$ cat config.mk
export PLATFORM = sky130hd
export DESIGN_NAME = store_align
export DESIGN_NICKNAME = d
export VERILOG_FILES = /design/src/hw/lsu_pkg.sv /design/src/hw/store_align.sv
export SDC_FILE = /design/constraint.sdc
export NUM_CORES = 1
export LEC_CHECK = 0
export BUFFER_PORTS_ARGS = -buffer_cell sky130_fd_sc_hd__buf_2
export CORE_MARGIN = 3
export CORE_UTILIZATION = 37
export DETAILED_ROUTE_END_ITERATION = 8
export GPL_ROUTABILITY_DRIVEN = 0
export PLACE_DENSITY = 0.91
export SLEW_MARGIN = 20
export SYNTH_ARGS = -nofsm -noshare
export SYNTH_HDL_FRONTEND = slang
export SYNTH_SLANG_ARGS = --single-unit
export TNS_END_PERCENT = 1
$ cat constraint.sdc
create_clock -name vclk -period 1.8
set_input_delay 0.27 -clock vclk [all_inputs]
set_output_delay 0.27 -clock vclk [all_outputs]
set_load 0.1 [all_outputs]
$ cat src/hw/lsu_pkg.sv
// load/store unit shared definitions
package lsu_pkg;

    // data path and address width
    localparam int xlen = 32;

    // byte lanes per word
    localparam int nbe = xlen / 8;

    // data memory geometry
    localparam int mem_depth = 256;                  // words
    localparam int mem_aw    = $clog2(mem_depth);    // word index bits

    // data window starts right after the instruction area
    localparam logic [xlen-1:0] data_base = 32'd4096;

    // memory operations, bit 3 set for stores
    // low bits follow the funct3 coding of the load/store group
    typedef enum logic [3:0] {
        op_lb  = 4'b0000,
        op_lh  = 4'b0001,
        op_lw  = 4'b0010,
        op_lbu = 4'b0100,
        op_lhu = 4'b0101,
        op_sb  = 4'b1000,
        op_sh  = 4'b1001,
        op_sw  = 4'b1010
    } mem_op_e;

    // true for the three store codes
    function automatic logic op_is_store(input mem_op_e op);
        return op inside {op_sb, op_sh, op_sw};
    endfunction

endpackage

$ cat src/hw/store_align.sv
// store data lane alignment
`timescale 1ns/1ps

module store_align
    import lsu_pkg::*;
(
    input  mem_op_e             op_i,
    input  logic [1:0]          offset_i,   // byte offset within the word
    input  logic [xlen-1:0]     wdata_i,
    output logic [nbe-1:0]      be_o,
    output logic [xlen-1:0]     wdata_o,
    output logic                misalign_o
);

    logic [nbe-1:0] be_raw;

    // alignment rules hold for loads too, lsu_ctrl reuses the flag
    always_comb begin
        case (op_i)
            op_lh, op_lhu, op_sh: misalign_o = offset_i[0];
            op_lw, op_sw:         misalign_o = (offset_i != 2'b00);
            default:              misalign_o = 1'b0;
        endcase
    end

    // replicate the payload so every lane carries it
    always_comb begin
        case (op_i)
            op_sb: begin
                be_raw  = 4'b0001 << offset_i;
                wdata_o = {nbe{wdata_i[7:0]}};
            end
            op_sh: begin
                be_raw  = offset_i[1] ? 4'b1100 : 4'b0011;   // upper or lower half
                wdata_o = {2{wdata_i[15:0]}};
            end
            op_sw: begin
                be_raw  = 4'b1111;
                wdata_o = wdata_i;
            end
            default: begin
                be_raw  = '0;                   // loads write nothing
                wdata_o = wdata_i;
            end
        endcase
    end

    // a refused access never enables a lane
    assign be_o = misalign_o ? '0 : be_raw;

endmodule

==> impl_metrics.xml, run 1 <==
<?xml version="1.0" encoding="UTF-8"?>
<metrics>
  <group name="synthesis">
    <metric name="synth.top_cell.area_share" unit="%">30.19</metric>
    <metric name="postSynthAreaPerCell" unit="sq um">7.751</metric>
    <metric name="synth_warnings" unit="">0</metric>
    <metric name="synth_top_cells_by_area" unit="">mux2_2 (30%), mux2i_1 (13%), buf_4 (11%)</metric>
    <metric name="synthMostInstantiatedCell" unit="">mux2_2</metric>
    <metric name="syn_area" unit="sq um">596.8</metric>
    <metric name="most_frequent_cells_after_synthesis" unit="">mux2_2 (16), a21oi_1 (12), buf_4 (9), nor2_1 (9), mux2i_1 (8)</metric>
    <metric name="synth.distinct_cells" unit="">21</metric>
    <metric name="synth_area_leader_cell" unit="">mux2_2</metric>
    <metric name="part_of_the_yosys_area_used_for_sequential_elements" unit="%">0</metric>
    <metric name="synth_fp_nets" unit="">115</metric>
    <metric name="netlist_instances" unit="">77</metric>
  </group>
  <group name="status">
    <metric name="failing_step" unit="">detailed placement (3_5_place_dp)</metric>
    <metric name="error" unit="">[ERROR DPL-0033] detailed placement checks failed during check placement.</metric>
    <metric name="status" unit="">did not finish</metric>
  </group>
  <group name="die">
    <metric name="die_height" unit="microns">46.16</metric>
    <metric name="floorplan.initialDensity" unit="%">42.67</metric>
    <metric name="ios" unit="">75</metric>
    <metric name="rows" unit="">13</metric>
    <metric name="die_width" unit="microns">46.16</metric>
  </group>
  <group name="place">
    <metric name="hpwl" unit="mm">2.687</metric>
    <metric name="port_buffers" unit="">75</metric>
  </group>
</metrics>
-- kinds of logic after synthesis --
| family | synth area share [%] |
|---|---|
| compound gates | 15.09 |
| xor+xnor | 1.468 |
| buf+inv | 18.66 |
| mux | 43.61 |
| simple gates | 21.17 |
-- metrics by stage --
step	cells	hold WS (ns)	setup TNS, ns	area (sq um)	setup WS (ns)
2_1_floorplan	77	0.6491	-1.900	675.6	-0.2488
3_3_place_gp	159	0.9360	0	1351	0.07502
==> inputs of run 2 (changes only) <==
- CORE_AREA: unset -> 3 3 64 66
- CORE_MARGIN: 3 -> unset
- CORE_UTILIZATION: 37 -> unset
- DIE_AREA: unset -> 0 0 67 69
- PLACE_DENSITY: 0.91 -> unset
- PLACE_DENSITY_LB_ADDON: unset -> 0.15
==> run 2 against run 1 <==
Area after synthesis unchanged; synthesized cell count unchanged; the run now ends clean.
==> impl_metrics.xml, run 2 <==
<?xml version="1.0" encoding="UTF-8"?>
<metrics>
  <group name="synthesis">
    <metric name="part_of_the_yosys_area_used_for_sequential_elements" unit="%">0</metric>
    <metric name="syn_area" unit="sq um">596.8</metric>
    <metric name="synthMostInstantiatedCell" unit="">mux2_2</metric>
    <metric name="synth_warnings" unit="">0</metric>
    <metric name="synth_top_cells_by_area" unit="">mux2_2 (30%), mux2i_1 (13%), buf_4 (11%)</metric>
    <metric name="postSynthAreaPerCell" unit="sq um">7.751</metric>
    <metric name="netlist_instances" unit="">77</metric>
    <metric name="synth.distinct_cells" unit="">21</metric>
    <metric name="synth.top_cell.area_share" unit="%">30.19</metric>
    <metric name="synth_fp_nets" unit="">115</metric>
    <metric name="most_frequent_cells_after_synthesis" unit="">mux2_2 (16), a21oi_1 (12), buf_4 (9), nor2_1 (9), mux2i_1 (8)</metric>
    <metric name="synth_area_leader_cell" unit="">mux2_2</metric>
  </group>
  <group name="routing">
    <metric name="drt_drc_violations_left" unit="">0</metric>
    <metric name="wirelength" unit="mm">2.289</metric>
    <metric name="first_pass_iters" unit="">2</metric>
    <metric name="detail-route-antenna-nets" unit="">0</metric>
    <metric name="routedWlPerCell" unit="microns">11.74</metric>
    <metric name="drt_first_iter_violations" unit="">13</metric>
    <metric name="via_per_inst" unit="">4.236</metric>
    <metric name="route.vias.total" unit="">826</metric>
  </group>
  <group name="finish">
    <metric name="share_of_cells_above_drive_strength_1" unit="%">78.91</metric>
    <metric name="layout.cells.most_common" unit="">buf_2</metric>
    <metric name="final-instance-count-excl-fill" unit="">195</metric>
    <metric name="layout_common_cells" unit="">buf_2 (53), buf_12 (22), mux2_2 (16)</metric>
    <metric name="layout.clock_buffers" unit="">0</metric>
    <metric name="final_design_area_no_fill" unit="sq um">1405</metric>
    <metric name="nNetsFinal" unit="">187</metric>
    <metric name="numSequentialCells" unit="">0</metric>
    <metric name="antennaDiodeCount" unit="">0</metric>
    <metric name="regArea" unit="sq um">0</metric>
    <metric name="layout.filler_cells" unit="">369</metric>
    <metric name="areaGrowthSynthToFinish" unit="%">135.4</metric>
  </group>
  <group name="grt">
    <metric name="grt_overflow_total" unit="">0</metric>
    <metric name="grt_pass1_vias" unit="">844</metric>
    <metric name="grt_max_degree" unit="">19</metric>
    <metric name="all_layer_global_routing_usage" unit="%">9.561</metric>
    <metric name="antenna_found_initial" unit="">0</metric>
    <metric name="grt_pass1_wl" unit="mm">3.719</metric>
  </group>
  <group name="clock_tree">
    <metric name="post_cts_buffers" unit="">0</metric>
  </group>
  <group name="place">
    <metric name="dpl-instance-area" unit="sq um">1403</metric>
    <metric name="placed_cells" unit="">195</metric>
    <metric name="port_buffers" unit="">75</metric>
    <metric name="hpwl" unit="mm">2.036</metric>
  </group>
  <group name="power_and_ir_drop">
    <metric name="power.clock.fraction" unit="%">0</metric>
    <metric name="power_density" unit="nW/um^2">522.3</metric>
    <metric name="static-leakage-power" unit="nW">0.6514</metric>
    <metric name="combPwrFrac" unit="%">100.0</metric>
    <metric name="netSwitchingPower" unit="mW">0.5094</metric>
    <metric name="ir_drop" unit="mV">0.2163</metric>
    <metric name="switching_share" unit="%">69.41</metric>
    <metric name="p_int" unit="mW">0.2245</metric>
    <metric name="power.share.sequential" unit="%">0</metric>
  </group>
  <group name="sta">
    <metric name="relSlewSlack" unit="%">67.68</metric>
    <metric name="hold_viol_final" unit="">0</metric>
    <metric name="timing_max_transition_violations_final" unit="">0</metric>
    <metric name="rsz0062_at_grt" unit="">no</metric>
    <metric name="setup_tns" unit="ns">0</metric>
    <metric name="period_needed" unit="ns">1.735</metric>
    <metric name="max_freq" unit="GHz">0.5763</metric>
    <metric name="setup_violations" unit="">0</metric>
    <metric name="hold-worst-slack" unit="ns">0.9396</metric>
    <metric name="timing_worst_slew_pin_value" unit="ns">0.4882</metric>
    <metric name="post-route-period-util" unit="%">96.41</metric>
  </group>
  <group name="hold_path">
    <metric name="endpoint_of_the_worst_hold_path" unit="">wdata_o[6]</metric>
    <metric name="hold_path_startpoint" unit="">wdata_i[6]</metric>
    <metric name="hp-class" unit="">primary input to output pin</metric>
    <metric name="worst_hold_path_cells" unit="">2</metric>
  </group>
  <group name="setup_path">
    <metric name="cp_data_arrival_time" unit="ns">1.47</metric>
    <metric name="end_kind" unit="">output pin</metric>
    <metric name="critical-path-max-stage-delay" unit="ns">0.33</metric>
    <metric name="crit_slowest_cell" unit="">mux2_2</metric>
    <metric name="crit_type" unit="">primary input to output pin</metric>
    <metric name="path_common_cell" unit="">buf_2</metric>
    <metric name="crit_required" unit="ns">1.53</metric>
    <metric name="critical_path.startpoint_type" unit="">primary input</metric>
    <metric name="cp_cell_sequence" unit="">buf_2 -&gt; nand2b_4 -&gt; nor3_4 -&gt; buf_4 -&gt; mux2_2 -&gt; buf_2</metric>
    <metric name="critical_path.max_fanout" unit="">4</metric>
  </group>
  <group name="die">
    <metric name="ios" unit="">75</metric>
    <metric name="rows" unit="">22</metric>
    <metric name="die_width" unit="microns">67</metric>
    <metric name="fp.coreArea" unit="sq um">3633</metric>
    <metric name="die_height" unit="microns">69</metric>
    <metric name="total_die_area" unit="sq um">4623</metric>
    <metric name="floorplan.initialDensity" unit="%">16.43</metric>
  </group>
  <group name="flow_run">
    <metric name="cap_viol_max_count" unit="">0</metric>
  </group>
  <group name="status">
    <metric name="status" unit="">completed</metric>
  </group>
</metrics>
==> run 2: per-stage QoR <==
| stage | utilization (%) | setup slack [ns] | power, mW |
|---|---|---|---|
| 6_report | 38.67 | 0.06470 | 0.7339 |
| 5_1_grt | 38.67 | 0.006866 | 0.7602 |
| 4_1_cts | 38.60 | 0.04455 | 0.7387 |
| 3_5_place_dp | 38.60 | 0.05206 | 0.7374 |
| 3_3_place_gp | 38.60 | 0.06775 | 0.7336 |
| 2_1_floorplan | - | -0.2488 | 0.5136 |
==> run 2: worst max path at each step <==
stage	startpoint	endpoint	slack, ns	depth (start not counted)
finish	op_i[2]	wdata_o[12]	0.06	6
global route	op_i[2]	wdata_o[12]	0.007	6
CTS	op_i[2]	wdata_o[10]	0.04	6
detailed placement	op_i[2]	wdata_o[12]	0.05	6
global placement	op_i[2]	wdata_o[9]	0.07	6
floorplan	op_i[0]	be_o[3]	-0.25	4
==> run 2: logic make-up after synthesis <==
group           after synthesis  share of synthesized area (%)
compound gates               17                          15.09
buf+inv                      16                          18.66
simple gates                 19                          21.17
xor+xnor                      1                          1.468
mux                          24                          43.61
==> run 2: cell type report <==
cell class	count	area (sq um)	area share, %
Timing Repair Buffer	84	773.2	55.03
Multi-Input combinational cell	61	564.3	40.16
Tap cell	48	60.06	4.274
Inverter	2	7.507	0.5343
==> run 2: per-layer routing <==
layer | global-route usage, % | part of all wire, % | up-vias
li1 | - | - | 412
met1 | 12.34 | 41 | 368
met2 | 16.59 | 48 | 46
met3 | 2.606 | 11 | 0
met4 | 0 | 0 | 0
met5 | 0 | 0 | -
==> run 2: critical path, delay by kind of cell <==
| kind | cells | cell delay, ns |
|---|---|---|
| buffers and inverters | 3 | 0.58 |
| muxes | 1 | 0.33 |
| and+or+nand+nor | 2 | 0.27 |
==> run 2: power by group through the flow <==
stage	Sequential [mW]	Clock, mW	Combinational [mW]
global placement	0	0	0.734
CTS	0	0	0.739
detailed placement	0	0	0.737
global route	0	0	0.760
floorplan	0	0	0.514
finish	0	0	0.734
==> run 2: what timing repair did <==
item,in CTS,in global routing
endpoints found under the hold margin,0,0
hold buffers,0,0
gates resized for setup,0,1
setup endpoints to repair,0,1
Note: power is estimated with default switching activity, not from simulation.
