===== src/hw/lsu_pkg.sv =====
// load/store unit shared definitions
package lsu_pkg;

    // data path and address width
    localparam int xlen = 32;

    // byte lanes per word
    localparam int nbe = xlen / 8;

    // data memory geometry
    localparam int mem_depth = 256;                  // words
    localparam int mem_aw    = $clog2(mem_depth);    // word index bits

    // data window starts right after the instruction area
    localparam logic [xlen-1:0] data_base = 32'd4096;

    // memory operations, bit 3 set for stores
    // low bits follow the funct3 coding of the load/store group
    typedef enum logic [3:0] {
        op_lb  = 4'b0000,
        op_lh  = 4'b0001,
        op_lw  = 4'b0010,
        op_lbu = 4'b0100,
        op_lhu = 4'b0101,
        op_sb  = 4'b1000,
        op_sh  = 4'b1001,
        op_sw  = 4'b1010
    } mem_op_e;

    // true for the three store codes
    function automatic logic op_is_store(input mem_op_e op);
        return op inside {op_sb, op_sh, op_sw};
    endfunction

endpackage


===== src/hw/lsu_ctrl.sv =====
// load/store handshake controller
`timescale 1ns/1ps

module lsu_ctrl
    import lsu_pkg::*;
(
    input  logic                clk_i,
    input  logic                reset_i,

    // requester side
    input  logic                req_i,
    input  mem_op_e             op_i,
    input  logic [xlen-1:0]     addr_i,
    input  logic [xlen-1:0]     wdata_i,
    output logic                ack_o,
    output logic [xlen-1:0]     rdata_o,
    output logic                err_o,

    // latched request towards the datapath
    output mem_op_e             op_o,
    output logic [xlen-1:0]     addr_o,
    output logic [xlen-1:0]     wdata_o,
    output logic                mem_we_o,

    // datapath status
    input  logic                misalign_i,
    input  logic                in_range_i,
    input  logic [xlen-1:0]     load_data_i
);

    typedef enum logic [1:0] {
        st_idle,
        st_access,
        st_respond,
        st_release
    } state_e;

    state_e state;
    logic   req_err;
    logic   accept;

    assign accept  = (state == st_idle) && req_i;
    assign req_err = misalign_i || !in_range_i;

    // single write strobe during the access cycle
    assign mem_we_o = (state == st_access) && op_is_store(op_o) && !req_err;

    // request payload, held until the next accept
    always_ff @(posedge clk_i) begin
        if (accept) begin
            op_o    <= op_i;
            addr_o  <= addr_i;
            wdata_o <= wdata_i;
        end
    end

    always_ff @(posedge clk_i) begin
        if (reset_i) begin
            state   <= st_idle;
            ack_o   <= 1'b0;
            err_o   <= 1'b0;
            rdata_o <= '0;
        end else begin
            case (state)
                st_idle: begin
                    if (req_i) begin
                        state <= st_access;
                    end
                end
                st_access: begin
                    // memory writes or registers the read word here
                    state <= st_respond;
                end
                st_respond: begin
                    ack_o <= 1'b1;
                    err_o <= req_err;
                    if (req_err || op_is_store(op_o)) begin
                        rdata_o <= '0;
                    end else begin
                        rdata_o <= load_data_i;
                    end
                    state <= st_release;
                end
                st_release: begin
                    // hold the result until the requester lets go
                    if (!req_i) begin
                        ack_o   <= 1'b0;
                        err_o   <= 1'b0;
                        rdata_o <= '0;
                        state   <= st_idle;
                    end
                end
                default: begin
                    state <= st_idle;
                end
            endcase
        end
    end

endmodule


===== config.mk =====
export PLATFORM = sky130hd
export DESIGN_NAME = lsu_ctrl
export DESIGN_NICKNAME = d
export VERILOG_FILES = /design/src/hw/lsu_pkg.sv /design/src/hw/lsu_ctrl.sv
export SDC_FILE = /design/constraint.sdc
export NUM_CORES = 1
export LEC_CHECK = 0
export BUFFER_PORTS_ARGS = -buffer_cell sky130_fd_sc_hd__buf_4
export CAP_MARGIN = 20
export CELL_PAD_IN_SITES_DETAIL_PLACEMENT = 2
export CELL_PAD_IN_SITES_GLOBAL_PLACEMENT = 2
export CORE_MARGIN = 2
export CORE_UTILIZATION = 29
export DETAILED_ROUTE_END_ITERATION = 10
export MAX_ROUTING_LAYER = met4
export PLACE_DENSITY_LB_ADDON = 0.1
export SYNTH_ARGS = -nofsm -noshare
export SYNTH_HDL_FRONTEND = slang
export SYNTH_SLANG_ARGS = --single-unit

===== constraint.sdc =====
create_clock -name clk_i -period 6.05 [get_ports clk_i]
set_clock_uncertainty 0.1 [all_clocks]
set_input_delay 0.3025 -clock clk_i [delete_from_list [all_inputs] [get_ports clk_i]]
set_output_delay 0.3025 -clock clk_i [all_outputs]
set_load 0.05 [all_outputs]

**After elaboration in Yosys (flattened, before gate mapping)**

Index checks and enable logic that the tools add are counted.

- Input port bits: 105
- Word-level logic and storage cells: 36
- Output and inout bits: 103
- Register bits after elaboration: 104

- Equal/unequal tests: 8
- Reductions and logical operators: 12
- Multiplexer cells: 9

Operators with widths:

| cell | number |
|---|---|
| $mux 32 | 2 |
| $pmux 32 s2 | 1 |
| $eq 4x4->1 const B | 3 |
| $pmux 2 s4 | 1 |
| $eq 2x2->1 const B | 2 |
| $mux 2 | 2 |
| $ne 2x2->1 const B | 2 |
| $pmux 1 s2 | 2 |
| $reduce_and 2->1 | 2 |
| $logic_and 1x1->1 | 3 |
| $reduce_bool 3->1 | 1 |
| $eq 2x1->1 const B | 1 |
| $logic_not 1->1 | 2 |
| $logic_not 2->1 | 1 |
| $logic_or 1x1->1 | 2 |
| $reduce_bool 2->1 | 1 |
| $mux 1 | 1 |

**Depth between registers and ports, before layout**

- Word-level depth: 5
- Mapped depth: 6
- Depth with buffers taken out: 5

**Worst setup path after synthesis**

OpenSTA, ideal clock, no wires.

- Path kind: register to register
- Start: reg state[0]
- End: reg addr_o[0] (enable)
- Cell stages (with the launch flop): 4
- Clock period less this slack: 2.708 ns
- Library setup time: 0.433 ns
- Slack: 3.342 ns
- Arrival: 2.175 ns
- Data required time: 5.517 ns
- Buffers on the path: 0
- Cells stage by stage: dfxtp_1 > inv_1 > ha_1 > and2_1

- Longest elaborated chain between the ends: 2

Ends and longest elaborated chain:

| what | line | source |
|---|---|---|
| from (decl) | lsu_ctrl.sv:38 | `state_e state;` |
| from (signal assigned) | lsu_ctrl.sv:59 | `state <= st_idle;` |
| from (signal assigned) | lsu_ctrl.sv:67 | `state <= st_access;` |
| from (signal assigned) | lsu_ctrl.sv:72 | `state <= st_respond;` |
| $logic_not 2->1 | lsu_ctrl.sv:42 | `assign accept = (state == st_idle) && req_i;` |
| $logic_and 1x1->1 | lsu_ctrl.sv:42 |  |
| named net accept | lsu_ctrl.sv:40 | `logic accept;` |
| to (signal assigned) | lsu_ctrl.sv:52 | `addr_o <= addr_i;` |
| to (decl) | lsu_ctrl.sv:21 | `output logic [xlen-1:0] addr_o,` |

The timed path passes the listed nets, and every way through them passes these cells.
A chain may end at the register's enable or synchronous reset.

**Worst setup path after layout**

- Start: reg state[1]
- End: out mem_we_o

- Longest elaborated chain between the ends: 3

Ends and longest elaborated chain:

| what | line | source |
|---|---|---|
| $eq 2x1->1 | lsu_ctrl.sv:46 | `assign mem_we_o = (state == st_access) && op_is_store(op_o) && !req_err;` |
| $logic_and 1x1->1 (2 in series) | lsu_ctrl.sv:46 |  |
| to (decl) | lsu_ctrl.sv:23 | `output logic mem_we_o,` |

No other way between the ends.

==> flow_summary.json <==
{
  "status": "finished, final reports clean",
  "power.density_nw_per_um2": 440,
  "grt_util_all_layers_pct": 16.6,
  "yosysTopAreaCell": "edfxtp_1",
  "layout.cells.non_filler": 535,
  "synthToLayoutAreaGrowth_pct": 59.8,
  "vdd_drop_max_mv": 0.183,
  "critical_path.max_stage_delay_ns": 0.38,
  "path_cells": "inv_1 -> ha_1 -> and3b_1 -> and4_1 -> buf_4",
  "antenna_found_initial": 0,
  "ys_top_cells_by_area": "edfxtp_1 61%, dfxtp_1 21%, a22o_2 6.8%",
  "crit_start": "state[1]$_SDFFE_PP0P_",
  "slew_violations": 0,
  "fp-row-count": 39,
  "holdCritStartpoint": "wdata_i[10]",
  "coreArea_sq_um": 11400,
  "cts_setup_buffers": 0,
  "n_fill_cell": 1094,
  "start_util_pct": 29.7,
  "cts_buffers": 9,
  "synth_common_cells": "68 x edfxtp_1, 36 x dfxtp_1, 23 x a22o_2",
  "hold_class": "input pin to register",
  "relSlewSlack_pct": 43.4,
  "cp.required_ns": 5.65,
  "cts_htree_levels": 3,
  "grt_max_degree": 69,
  "rr_worst_depth": 4,
  "intPower_mw": 1.49,
  "yosysWarnings": 0,
  "first_global_vias": 2546,
  "place_congestion": 0.813,
  "gr-total-overflow": 0,
  "ioPinCount": 208,
  "num_vias": 2387,
  "die_h_um": 112,
  "drc": 0,
  "crit_end": "mem_we_o",
  "crit_path_end_kind": "output port",
  "layout-drive-gt1-share_pct": 64.8,
  "ys.flop_type": "edfxtp_1",
  "synth_edf_count": 68,
  "yosys.area.top_type_share_pct": 60.5,
  "rsz0062_at_grt": "no",
  "fmax_mhz": 507,
  "tightest_slew_ns": 0.850,
  "cts_buffer_depth": 2,
  "p_sw_uw": 880,
  "place_inst": 519,
  "num_antenna_cells": 0,
  "clockPowerShare_pct": 25.1,
  "antenna_left": 0,
  "netlist_area_sq_um": 3370,
  "worstReg2RegStart": "state[0]$_SDFFE_PP0P_",
  "hold_violations": 0,
  "r2r_end": "addr_o[18]$_DFFE_PP_",
  "placed_area_sq_um": 5080,
  "chipWidth_um": 112,
  "cts_resized": 0,
  "synth-seq-cells": 104,
  "cts_tree": "built",
  "clk_pin_slew_ns": 0.07,
  "grt_pass1_wl_um": 15200,
  "p_seq_share_pct": 40.8,
  "avgSynthCellArea_sq_um": 19.6,
  "comb_power_share_pct": 34.1,
  "design_area_sq_um": 5390,
  "root_buffer": "clkbuf_16",
  "ys_async_sr_fraction_pct": 0,
  "min_period_ns": 1.97,
  "finalCritPeriodShare_pct": 32.6,
  "ys_seq_area_share_pct": 81.9,
  "fp.dieArea_sq_um": 12500,
  "worstPathArrival_ns": 1.57,
  "critPathLaunchType": "register",
  "holdBufCountCts": 0,
  "p_sw_share_pct": 37.1,
  "rrSetupSlack_ns": 4.14,
  "nets": 497,
  "worstSkewPairLatency_ns": 0.33,
  "setup_tns_ns": 0,
  "power_mw": 2.37,
  "hpwl_um": 7840,
  "syn-num-nets": 282,
  "numClockSinks": 104,
  "syn_inst": 172,
  "p_leak_nw": 2.35,
  "cp_slowest_cell": "dfxtp_1",
  "synthDistinctLibCells": 22,
  "via_per_inst": 4.46,
  "wl_per_cell_um": 19.0,
  "synth_most_common_cell": "edfxtp_1",
  "drt_pass1_iterations": 4,
  "drv_cap": 0,
  "path_max_fanout": 4,
  "path_class": "register to output port",
  "drt_iter0_drc": 81,
  "setup_viol": 0,
  "wirelength_um": 10200,
  "io_buffers": 207
}
[per-stage QoR]
stage / hold slack, ns / utilization (%) / setup slack, ns
after floorplan: 0.275 / - / 3.34
after global placement: 0.367 / 44.7 / 4.16
after detailed placement: 0.369 / 44.7 / 4.12
after CTS: 0.0202 / 47.4 / 4.05
after global routing: 0.0185 / 47.4 / 4.01
final: 0.0301 / 47.4 / 4.08
[layer usage]
metal	share of wire [%]	GRT usage (%)	up-vias
met5	0	-	-
met4	1.7	6.42	0
met3	9.7	5.06	12
met2	48	26.9	142
met1	40	19.6	1138
li1	-	-	1095
[how the worst min path moves through the flow]
stage,end,slack (ns),depth (start not counted)
final,wdata_o[10]$_DFFE_PP_,0.03,1
after global routing,addr_o[30]$_DFFE_PP_,0.02,1
after CTS,addr_o[30]$_DFFE_PP_,0.02,1
after detailed placement,rdata_o[2]$_SDFFE_PP0P_,0.37,1
after global placement,rdata_o[2]$_SDFFE_PP0P_,0.37,1
after floorplan,ack_o$_SDFFE_PP0P_,0.27,1
[placed cells by master, fill, tap and decap left out]
cell	instances
clkbuf_1	1
inv_1	3
a21oi_1	2
a311oi_4	1
a22o_1	9
bufinv_16	1
inv_6	1
nand2_1	2
clkinv_2	1
ha_1	5
mux2i_1	2
a211oi_1	1
clkbuf_8	2
or2_2	1
clkinv_4	1
a22o_2	23
dfxtp_1	36
and2_2	1
and2b_2	1
and3b_1	1
nand4bb_4	1
clkbuf_16	9
a21oi_2	1
edfxtp_1	68
buf_4	210
and4_1	1
nor2_1	5
or2b_1	2
[worst max-delay path, delay by kind of cell (launching register included)]
kind	cells	cell delay, ns
flops	1	0.38
simple gates	2	0.37
buf+inv	2	0.28
fa+ha+maj	1	0.21
[registers in the layout, summed over array words and instances (netlist names)]
signal and count:
op_o 4, err_o 1, ack_o 1, rdata_o 32
addr_o 32, wdata_o 32, state 2
[power groups by stage]
| stage | Combinational [mW] | Clock [mW] | Sequential (mW) |
|---|---|---|---|
| finish | 0.808 | 0.596 | 0.968 |
| global route | 0.847 | 0.640 | 0.982 |
| CTS | 0.820 | 0.614 | 0.971 |
| detailed placement | 0.820 | 0 | 0.985 |
| global placement | 0.807 | 0 | 0.977 |
| floorplan | 0.143 | 0 | 1.37 |
[cell families (layout without fill, tap and decap cells)]
family / count (synthesis) / in the layout / share of synthesized area [%]
muxes: 2 / 2 / 0.593
DFF: 104 / 104 / 81.9
adders and majority gates: 5 / 5 / 1.85
buffers and inverters: 9 / 229 / 1.78
AOI/OAI and AO/OA: 37 / 37 / 10.7
and+or+nand+nor: 15 / 15 / 3.19
[final cells by class]
type	count	area, sq um	share of cell area, %
Inverter	3	11.3	0.209
Timing Repair Buffer	210	1580	29.2
Tap cell	143	179	3.32
Multi-Input combinational cell	59	553	10.3
Clock inverter	4	52.6	0.975
Sequential cell	104	2760	51.2
Clock buffer	12	256	4.76
Note: power is estimated with default switching activity, not from simulation.
