--- src/hw/lsu_pkg.sv ---
// load/store unit shared definitions
package lsu_pkg;

    // data path and address width
    localparam int xlen = 32;

    // byte lanes per word
    localparam int nbe = xlen / 8;

    // data memory geometry
    localparam int mem_depth = 256;                  // words
    localparam int mem_aw    = $clog2(mem_depth);    // word index bits

    // data window starts right after the instruction area
    localparam logic [xlen-1:0] data_base = 32'd4096;

    // memory operations, bit 3 set for stores
    // low bits follow the funct3 coding of the load/store group
    typedef enum logic [3:0] {
        op_lb  = 4'b0000,
        op_lh  = 4'b0001,
        op_lw  = 4'b0010,
        op_lbu = 4'b0100,
        op_lhu = 4'b0101,
        op_sb  = 4'b1000,
        op_sh  = 4'b1001,
        op_sw  = 4'b1010
    } mem_op_e;

    // true for the three store codes
    function automatic logic op_is_store(input mem_op_e op);
        return op inside {op_sb, op_sh, op_sw};
    endfunction

endpackage

--- src/hw/load_extract.sv ---
// load data lane select and extend
`timescale 1ns/1ps

module load_extract
    import lsu_pkg::*;
(
    input  mem_op_e             op_i,
    input  logic [1:0]          offset_i,   // byte offset within the word
    input  logic [xlen-1:0]     word_i,     // raw word from data_mem
    output logic [xlen-1:0]     data_o
);

    logic [7:0]  byte_sel;
    logic [15:0] half_sel;

    // pick the addressed byte lane
    always_comb begin
        case (offset_i)
            2'b00:   byte_sel = word_i[7:0];
            2'b01:   byte_sel = word_i[15:8];
            2'b10:   byte_sel = word_i[23:16];
            default: byte_sel = word_i[31:24];
        endcase
    end

    // halfwords only at even offsets, bit 0 is ignored here
    assign half_sel = offset_i[1] ? word_i[31:16] : word_i[15:0];

    always_comb begin
        case (op_i)
            op_lb: begin
                data_o = {{(xlen-8){byte_sel[7]}}, byte_sel};     // sign extend
            end
            op_lbu: begin
                data_o = {{(xlen-8){1'b0}}, byte_sel};
            end
            op_lh: begin
                data_o = {{(xlen-16){half_sel[15]}}, half_sel};   // sign extend
            end
            op_lhu: begin
                data_o = {{(xlen-16){1'b0}}, half_sel};
            end
            op_lw: begin
                data_o = word_i;
            end
            default: begin
                data_o = '0;    // stores return nothing
            end
        endcase
    end

endmodule

--- config.mk ---
export PLATFORM = sky130hd
export DESIGN_NAME = load_extract
export DESIGN_NICKNAME = d
export VERILOG_FILES = /design/src/hw/lsu_pkg.sv /design/src/hw/load_extract.sv
export SDC_FILE = /design/constraint.sdc
export NUM_CORES = 1
export LEC_CHECK = 0
export BUFFER_PORTS_ARGS = -buffer_cell sky130_fd_sc_hd__buf_2
export CORE_MARGIN = 3
export CORE_UTILIZATION = 42
export DETAILED_ROUTE_END_ITERATION = 8
export PLACE_DENSITY = 0.95
export SLEW_MARGIN = 20
export SYNTH_ARGS = -nofsm -noshare
export SYNTH_HDL_FRONTEND = slang
export SYNTH_SLANG_ARGS = --single-unit
--- constraint.sdc ---
create_clock -name vclk -period 4.1
set_clock_uncertainty 0.05 [all_clocks]
set_input_delay 0.205 -clock vclk [all_inputs]
set_output_delay 0.205 -clock vclk [all_outputs]
set_load 0.05 [all_outputs]
### After elaboration in Yosys (flattened, before gate mapping)

Cells that the tools add are included.

* equal/unequal tests: 6
* mux-type cells: 3
* reduce and logical (&&, ||, !) cells: 2

Operator list (number)
* 32-bit one-hot mux with 5 select lines: 1
* 8-bit one-hot mux with 3 select lines: 1
* 16-bit 2-to-1 mux: 1
* 4-bit by 3-bit equality test with 1-bit output, second input constant: 2
* 4-bit by 1-bit equality test with 1-bit output, second input constant: 1
* 4-bit by 2-bit equality test with 1-bit output, second input constant: 1
* 4-bit logical NOT: 1
* 2-bit by 1-bit equality test with 1-bit output, second input constant: 1
* 2-bit equality test, second input constant: 1
* 2-bit logical NOT: 1

* flip-flop bits (word level): 0
* input port bits: 38
* output and inout port bits: 32
* word-level logic and storage cells: 11

### Longest topological paths before layout

Gate-level depths: netlist of run 1.

* depth after elaboration: 3
* depth in mapped cells: 5
* gate-level depth less buffers: 3

### Least setup slack after synthesis of run 1

No wires, ideal clock.

* path kind: in2out
* from: input port op_i[3]
* to: output port data_o[16]
* data arrival time: 1.720 ns
* required time: 3.845 ns
* path slack: 2.125 ns
* stages on the path: 4
* path buffers: 1
* path through: nor3b_2 -> clkbuf_1 -> nand2_1 -> a21oi_1

* longest elaborated chain between the ends: 2
* elaborated cells between the ends (all ways): 6
* those cells by class: 4 x eq/ne; 1 x mux; 1 x reduce/logical

Ends and longest elaborated chain
* from (decl): RTL line load_extract.sv:7 `input mem_op_e op_i,`
* 4-bit by 2-bit equality test with 1-bit output, or another cell as far along: RTL line load_extract.sv:30 `case (op_i)`
* 32-bit one-hot mux with 5 select lines (*): RTL line load_extract.sv:30
* to (decl): RTL line load_extract.sv:10 `output logic [xlen-1:0] data_o`

Mark *: on every way between the ends. The rest lies on a longest branch, timed or not.

### Worst setup path after layout of run 1

* from: input port offset_i[1]
* to: output port data_o[18]

* longest elaborated chain between the ends: 3
* elaborated cells between the ends (all ways): 6
* those cells by class: 2 x eq/ne; 3 x mux; 1 x reduce/logical

Ends and longest elaborated chain
* from (decl): RTL line load_extract.sv:8 `input logic [1:0] offset_i,`
* 2-bit equality test, or another cell as far along: RTL line load_extract.sv:18 `case (offset_i)`
* 8-bit one-hot mux with 3 select lines: RTL line load_extract.sv:18
* 32-bit one-hot mux with 5 select lines (*): RTL line load_extract.sv:30

Marked as above.

==> metrics.md, run 1 <==
| Metric | Value |
|---|---|
| Run status | `finished, final reports clean` |
| Critical Path AT | `2.26 ns` |
| Post-CTS Setup Repair Bufs | `0` |
| Sequential share of the synthesized area | `0` |
| Final min period | `2.52 ns` |
| Fin util | `0.672` |
| Initial DRC count | `18` |
| Die ar. | `2330 µm²` |
| Starting Density | `0.472` |
| CP max FO | `16` |
| First drt pass iteration count | `4` |
| Worst hold slack | `0.777 ns` |
| Quantity of I/O buffers inserted on ports | `70` |
| Storage cell area | `0 µm²` |
| Max-slew violations | `0` |
| Mapped cell area | `approximately 750 µm²` |
| Sequential cells | `0` |
| Final period util | `0.614` |
| All-Layer GR Usage | `0.226` |
| RSZ-0062 raised after global routing | `false` |
| Initial antenna violation count | `0` |
| Tot Pwr | `0.164 mW` |
| Number of global-route vias before repair | `between 1,000 and 1,500` |
| Unique masters post-synth | `25` |
| Grt total ovfl | `0` |
| Die height | `48.3 µm` |
| Hold/Removal Path Class | `input pin to output port` |
| Post-synthesis cell count | `87` |
| Drt wl/cell | `~16 µm` |
| Die extent in x | `just under 50 µm` |
| Routed via count | `between 900 and 1,000` |
| PostCTS Resize Cnt | `0` |
| Rows | `14` |
| ANT cells | `0` |
| Synth area leader | `mux4_1` |
| ANT nets after route | `0` |
| Synth area leaders | `mux4_1, a221o_1, a21oi_2` |
| CP startpoint | `offset_i[1]` |
| Count leader, synth | `nand2_1` |
| First-pass GRT wire length | `approximately 4.6 mm` |
| DP HPWL | `2.11 mm` |
| Top-area cell type share of the netlist area | `0.245` |
| Vias/cell | `around 5.8` |
| Slew of the pin with the lowest slew margin | `~1 ns` |
| Required time of the worst setup path | `just under 4 ns` |
| Max-Cap Viols | `0` |
| Synth Area per Inst | `8.64 µm²` |
| Fillers | `137` |
| Commonest cells post-synth | `nand2_1, a221o_1, a21oi_2, and2_1, mux4_1` |
| Kind of critical path | `input pin to output port` |
| Slew margin rel. | `0.343` |
| # DRC | `0` |
| Layout Area Growth over Synthesis | `42.4%` |
| Core Area | `1590 µm²` |
| Largest net degree at the start of global routing | `19` |
| Pwr per Cell Area | `between 150 and 200 nW/µm²` |
| Hold Violations, Final | `0` |
| VDD IR max | `0.105 mV` |
| TNS Setup | `0 ns` |
| Min-delay src | `word_i[22]` |
| FMAX | `397 MHz` |
| Leak pwr | `between 0.5 and 0.6 nW` |
| Syn. warnings | `0` |
| Post-cts hold buffer count | `0` |
| Placer Congestion | `0.769` |
| CP Launch Type | `input pin` |
| Post-Route WL | `2.71 mm` |
| # setup viols final | `0` |
| Final-layout clock buffer total | `0` |
| Nets@finish | `between 150 and 200` |
| # IOs | `70` |
| Layout cell share with drive strength beyond 1 | `0.578` |
| CP endpoint kind | `output port` |
| Syn_nets | `approximately 130` |
-- metal layers --
layer | vias up | share of wire | wire length (µm) | track usage
met5 | - | 0 | 0 | 0
met1 | 462 | 0.40 | 1090 | 0.250
li1 | 482 | - | - | -
met4 | 0 | 0 | 0 | 0
met3 | 0 | 0.066 | 179 | 0.0276
met2 | 42 | 0.53 | 1440 | 0.477
-- area by class of cell --
type / count / area [µm²] / share of cell area
Multi-Input combinational cell: 76 / 687 / 0.641
Timing Repair Buffer: 70 / 350 / 0.327
Tap cell: 24 / 30.0 / 0.0280
Inverter: 1 / 3.75 / 0.00350
-- metrics by stage --
step	setup slack, ns	instance area, µm²	std cells
global route	1.46	1070	171
detailed placement	1.61	1070	171
CTS	1.61	1070	171
global placement	1.71	1070	171
finish	1.58	1070	171
floorplan	2.13	752	87
-- critical path: stages --
cell and delay (ns):
buf_2 0.27, mux4_2 0.58, a22oi_2 0.80, a21oi_1 0.14, buf_2 0.26
-- cells by family after synthesis --
family,Yosys count,share of synthesized area
AOI/OAI and AO/OA,34,0.393
buffers and inverters,11,0.0865
muxes,9,0.290
and+or+nand+nor,33,0.231
-- report_power, final --
group,switching [mW],total [mW],internal [mW]
clock,0,0,0
sequential,0,0,0
combinational,0.111,0.164,0.0532
-- final timing paths --
path | endpoint | cells after the start
hold / removal | data_o[22] | 4
setup / recovery | data_o[18] | 5
-- placed cells by master, fill, tap and decap left out, types with 6 or more instances in the layout --
cell	count
and2_1	9
buf_2	70
a21oi_1	6
mux4_1	7
nand2_1	16
a21oi_2	10
a221o_1	14
Note: power is estimated with default switching activity, not from simulation.
==> run 2: changes to the inputs <==
--- a/config.mk
+++ b/config.mk
@@ -5,11 +5,12 @@
 export SDC_FILE = /design/constraint.sdc
 export NUM_CORES = 1
 export LEC_CHECK = 0
+export ABC_AREA = 1
 export BUFFER_PORTS_ARGS = -buffer_cell sky130_fd_sc_hd__buf_2
 export CORE_MARGIN = 3
-export CORE_UTILIZATION = 42
+export CORE_UTILIZATION = 41
 export DETAILED_ROUTE_END_ITERATION = 8
-export PLACE_DENSITY = 0.95
+export PLACE_DENSITY = 0.92
 export SLEW_MARGIN = 20
 export SYNTH_ARGS = -nofsm -noshare
 export SYNTH_HDL_FRONTEND = slang
==> constraint.sdc (replaced) <==
create_clock -name vclk -period 2.14
set_clock_uncertainty 0.05 [all_clocks]
set_input_delay 0.107 -clock vclk [all_inputs]
set_output_delay 0.107 -clock vclk [all_outputs]
set_load 0.05 [all_outputs]
==> run 2 against run 1 <==
  * Setup slack worse by 1.3 ns
  * Hold slack worse by 0.16 ns
  * Wire length is 26% higher
  * Non-clock buffer count stayed put
  * Sequential share of layout area stayed put
  * Via count is 60% higher
  * Combinational power is 110% higher
  * Synthesized area is 45% higher
  * Largest power group unchanged
==> metrics.md, run 2 <==
| Metric | Value |
|---|---|
| Run status | `finished, final reports clean` |
| CP max FO | `30 (+14)` |
| DP HPWL | `2.78 mm (+32%)` |
| First drt pass iteration count | `4 (unchanged)` |
| Critical path buffer and inverter count | `3 (+1)` |
| Pwr per Cell Area | `254 nW/µm² (+66%)` |
| Leak pwr | `0.974 nW (+73%)` |
| Largest net degree at the start of global routing | `31 (+12)` |
| Critical Path AT | `1.70 ns (-0.56 ns)` |
| Delay-heaviest family, CP | `buffers and inverters` |
| Count leader, synth | `nand2_1` |
| # DRC | `0 (unchanged)` |
| Vias/cell | `4.99 (-13%)` |
| Routed via count | `1,578 (+60%)` |
| Final min period | `about 1.9 ns` |
| Post-Route WL | `3.43 mm (+26%)` |
| TNS Setup | `0 ns (unchanged)` |
| Max-Cap Viols | `0 (unchanged)` |
| Storage cell area | `0 µm² (unchanged)` |
| Placed cell areas | `1370 µm² (+28%)` |
| Syn_nets | `265 (+110%)` |
| Post-synthesis cell count | `227 (+160%)` |
| Syn. warnings | `0 (unchanged)` |
| Layout Area Growth over Synthesis | `25.4%` |
| Ordered cell list for the critical path | `buf_2 > nand2_1 > inv_2 > nand2_1 > nand3_2 > nand2_1 > buf_2` |
| Final period util | `0.867` |
| Footprint of the multi-input gates | `862 µm² (+26%)` |
| Layout cell share with drive strength beyond 1 | `0.294 (-0.285)` |
| Drt wl/cell | `10.8 µm (-32%)` |
| # setup viols final | `0 (unchanged)` |
| Commonest non-fill, non-tap cells in the layout | `nand2_1, buf_2, nor2_1, inv_1, o21ai_0` |
| Required time of the worst setup path | `1.98 ns (-1.87 ns)` |
| RSZ-0062 raised after global routing | `false` |
| Commonest cells post-synth | `nand2_1, nor2_1, inv_1, o21ai_0, nand4_1` |
| Nets@finish | `326 (+74%)` |
| Max-slew violations | `0 (unchanged)` |
| # IOs | `70 (unchanged)` |
| CP Launch Type | `input pin` |
| ANT cells | `0 (unchanged)` |
| Post-CTS Setup Repair Bufs | `0 (unchanged)` |
| Number of global-route vias before repair | `1,355 (+29%)` |
| Starting Density | `0.437 (-0.0343)` |
| Initial DRC count | `69 (+51)` |
| First-pass GRT wire length | `5.68 mm (+24%)` |
| Sequential cells | `0 (unchanged)` |
| CP max stage cell | `buf_2` |
| Mapped cell area | `1090 µm² (+45%)` |
| Post-route cell area | `1370 µm² (+28%)` |
| Synth Area per Inst | `4.82 µm² (-44%)` |
| VDD IR max | `0.144 mV (+38%)` |
| Die ar. | `3320 µm² (+42%)` |
| Post-cts hold buffer count | `0 (unchanged)` |
| Die height | `57.6 µm (+19%)` |
| FMAX | `539 MHz` |
| Fillers | `272 (+99%)` |
| Initial antenna violation count | `0 (unchanged)` |
| Sequential share of the synthesized area | `0 (unchanged)` |
| PostCTS Resize Cnt | `0 (unchanged)` |
| Crit-path most repeated cell | `nand2_1` |
| Final-layout clock buffer total | `0 (unchanged)` |
| Slew margin rel. | `0.662 (+0.320)` |
| Hold Violations, Final | `0 (unchanged)` |
| Synth area leader | `nand2_1` |
| CP endpoint kind | `output port` |
| Synth area leaders | `nand2_1, nor2_1, inv_1` |
| Unique masters post-synth | `19 (-24%)` |
| Max stage delay on crit path | `0.41 ns (-0.39 ns)` |
| Placer Congestion | `0.938 (+22%)` |
| Kind of critical path | `input pin to output port` |
| Grt total ovfl | `0 (unchanged)` |
| Die extent in x | `57.6 µm (+19%)` |
| Most common cell after layout, fill and taps aside | `nand2_1` |
| Core Area | `2500 µm² (+57%)` |
| Top-area cell type share of the netlist area | `0.254 (+0.00941)` |
| Quantity of I/O buffers inserted on ports | `70 (unchanged)` |
| Slew of the pin with the lowest slew margin | `0.506 ns (-0.475 ns)` |
| All-Layer GR Usage | `0.199 (-0.0267)` |
| Rows | `18 (+4)` |
| Hold/Removal Path Class | `input pin to output port` |
| ANT nets after route | `0 (unchanged)` |
-- run 2: cell count changes after synthesis, moves of 11 or more --
| cell | previous run | this run |
|---|---|---|
| o21ai_0 | 0 | 14 |
| nand2_1 | 16 | 74 |
| nor2_1 | 1 | 49 |
| nand4_1 | 0 | 11 |
| inv_1 | 1 | 29 |
| a221o_1 | 14 | 0 |
-- run 2: layout make-up --
class | count | area share
multi-input combinational | 184 | 0.629
timing repair buffer | 70 | 0.255
tap | 30 | 0.0274
inverter | 32 | 0.0885
-- run 2: layer usage --
layer  vias to the layer above  GRT usage  share of wire
li1                        833          -              -
met1                       665      0.280           0.44
met2                        78      0.340           0.45
met3                         2     0.0223           0.10
met4                         0     0.0166         0.0041
met5                         -          0              0
-- run 2: worst paths after layout --
kind / slack, ns / from / end / cells after the start
worst min-delay path: 0.62 / word_i[6] / data_o[6] / 4
worst max-delay path: 0.28 / offset_i[1] / data_o[16] / 7
-- run 2: worst min-delay path, cell delays in order --
cell and delay [ns]:
buf_2 0.11, nand4_1 0.07, nand3_1 0.07, buf_2 0.21
-- run 2: cell families after synthesis --
group,after synthesis,share of synthesized area
and+or+nand+nor,152,0.625
AOI/OAI and AO/OA,32,0.164
buffers and inverters,43,0.212
-- run 2: stage by stage --
step	cells	utilization	setup WS [ns]	hold slack, ns	total power [mW]
floorplan	227	-	0.827	0.589	0.260
finish	316	0.549	0.284	0.621	0.348
CTS	316	0.549	0.304	0.622	0.348
detailed placement	316	0.549	0.292	0.620	0.347
global placement	316	0.549	0.294	0.625	0.345
global route	316	0.549	0.107	0.663	0.379
-- run 2: where the power goes --
group          switching [mW]  internal, mW
logic                   0.255        0.0928
registers                   0             0
clock network               0             0
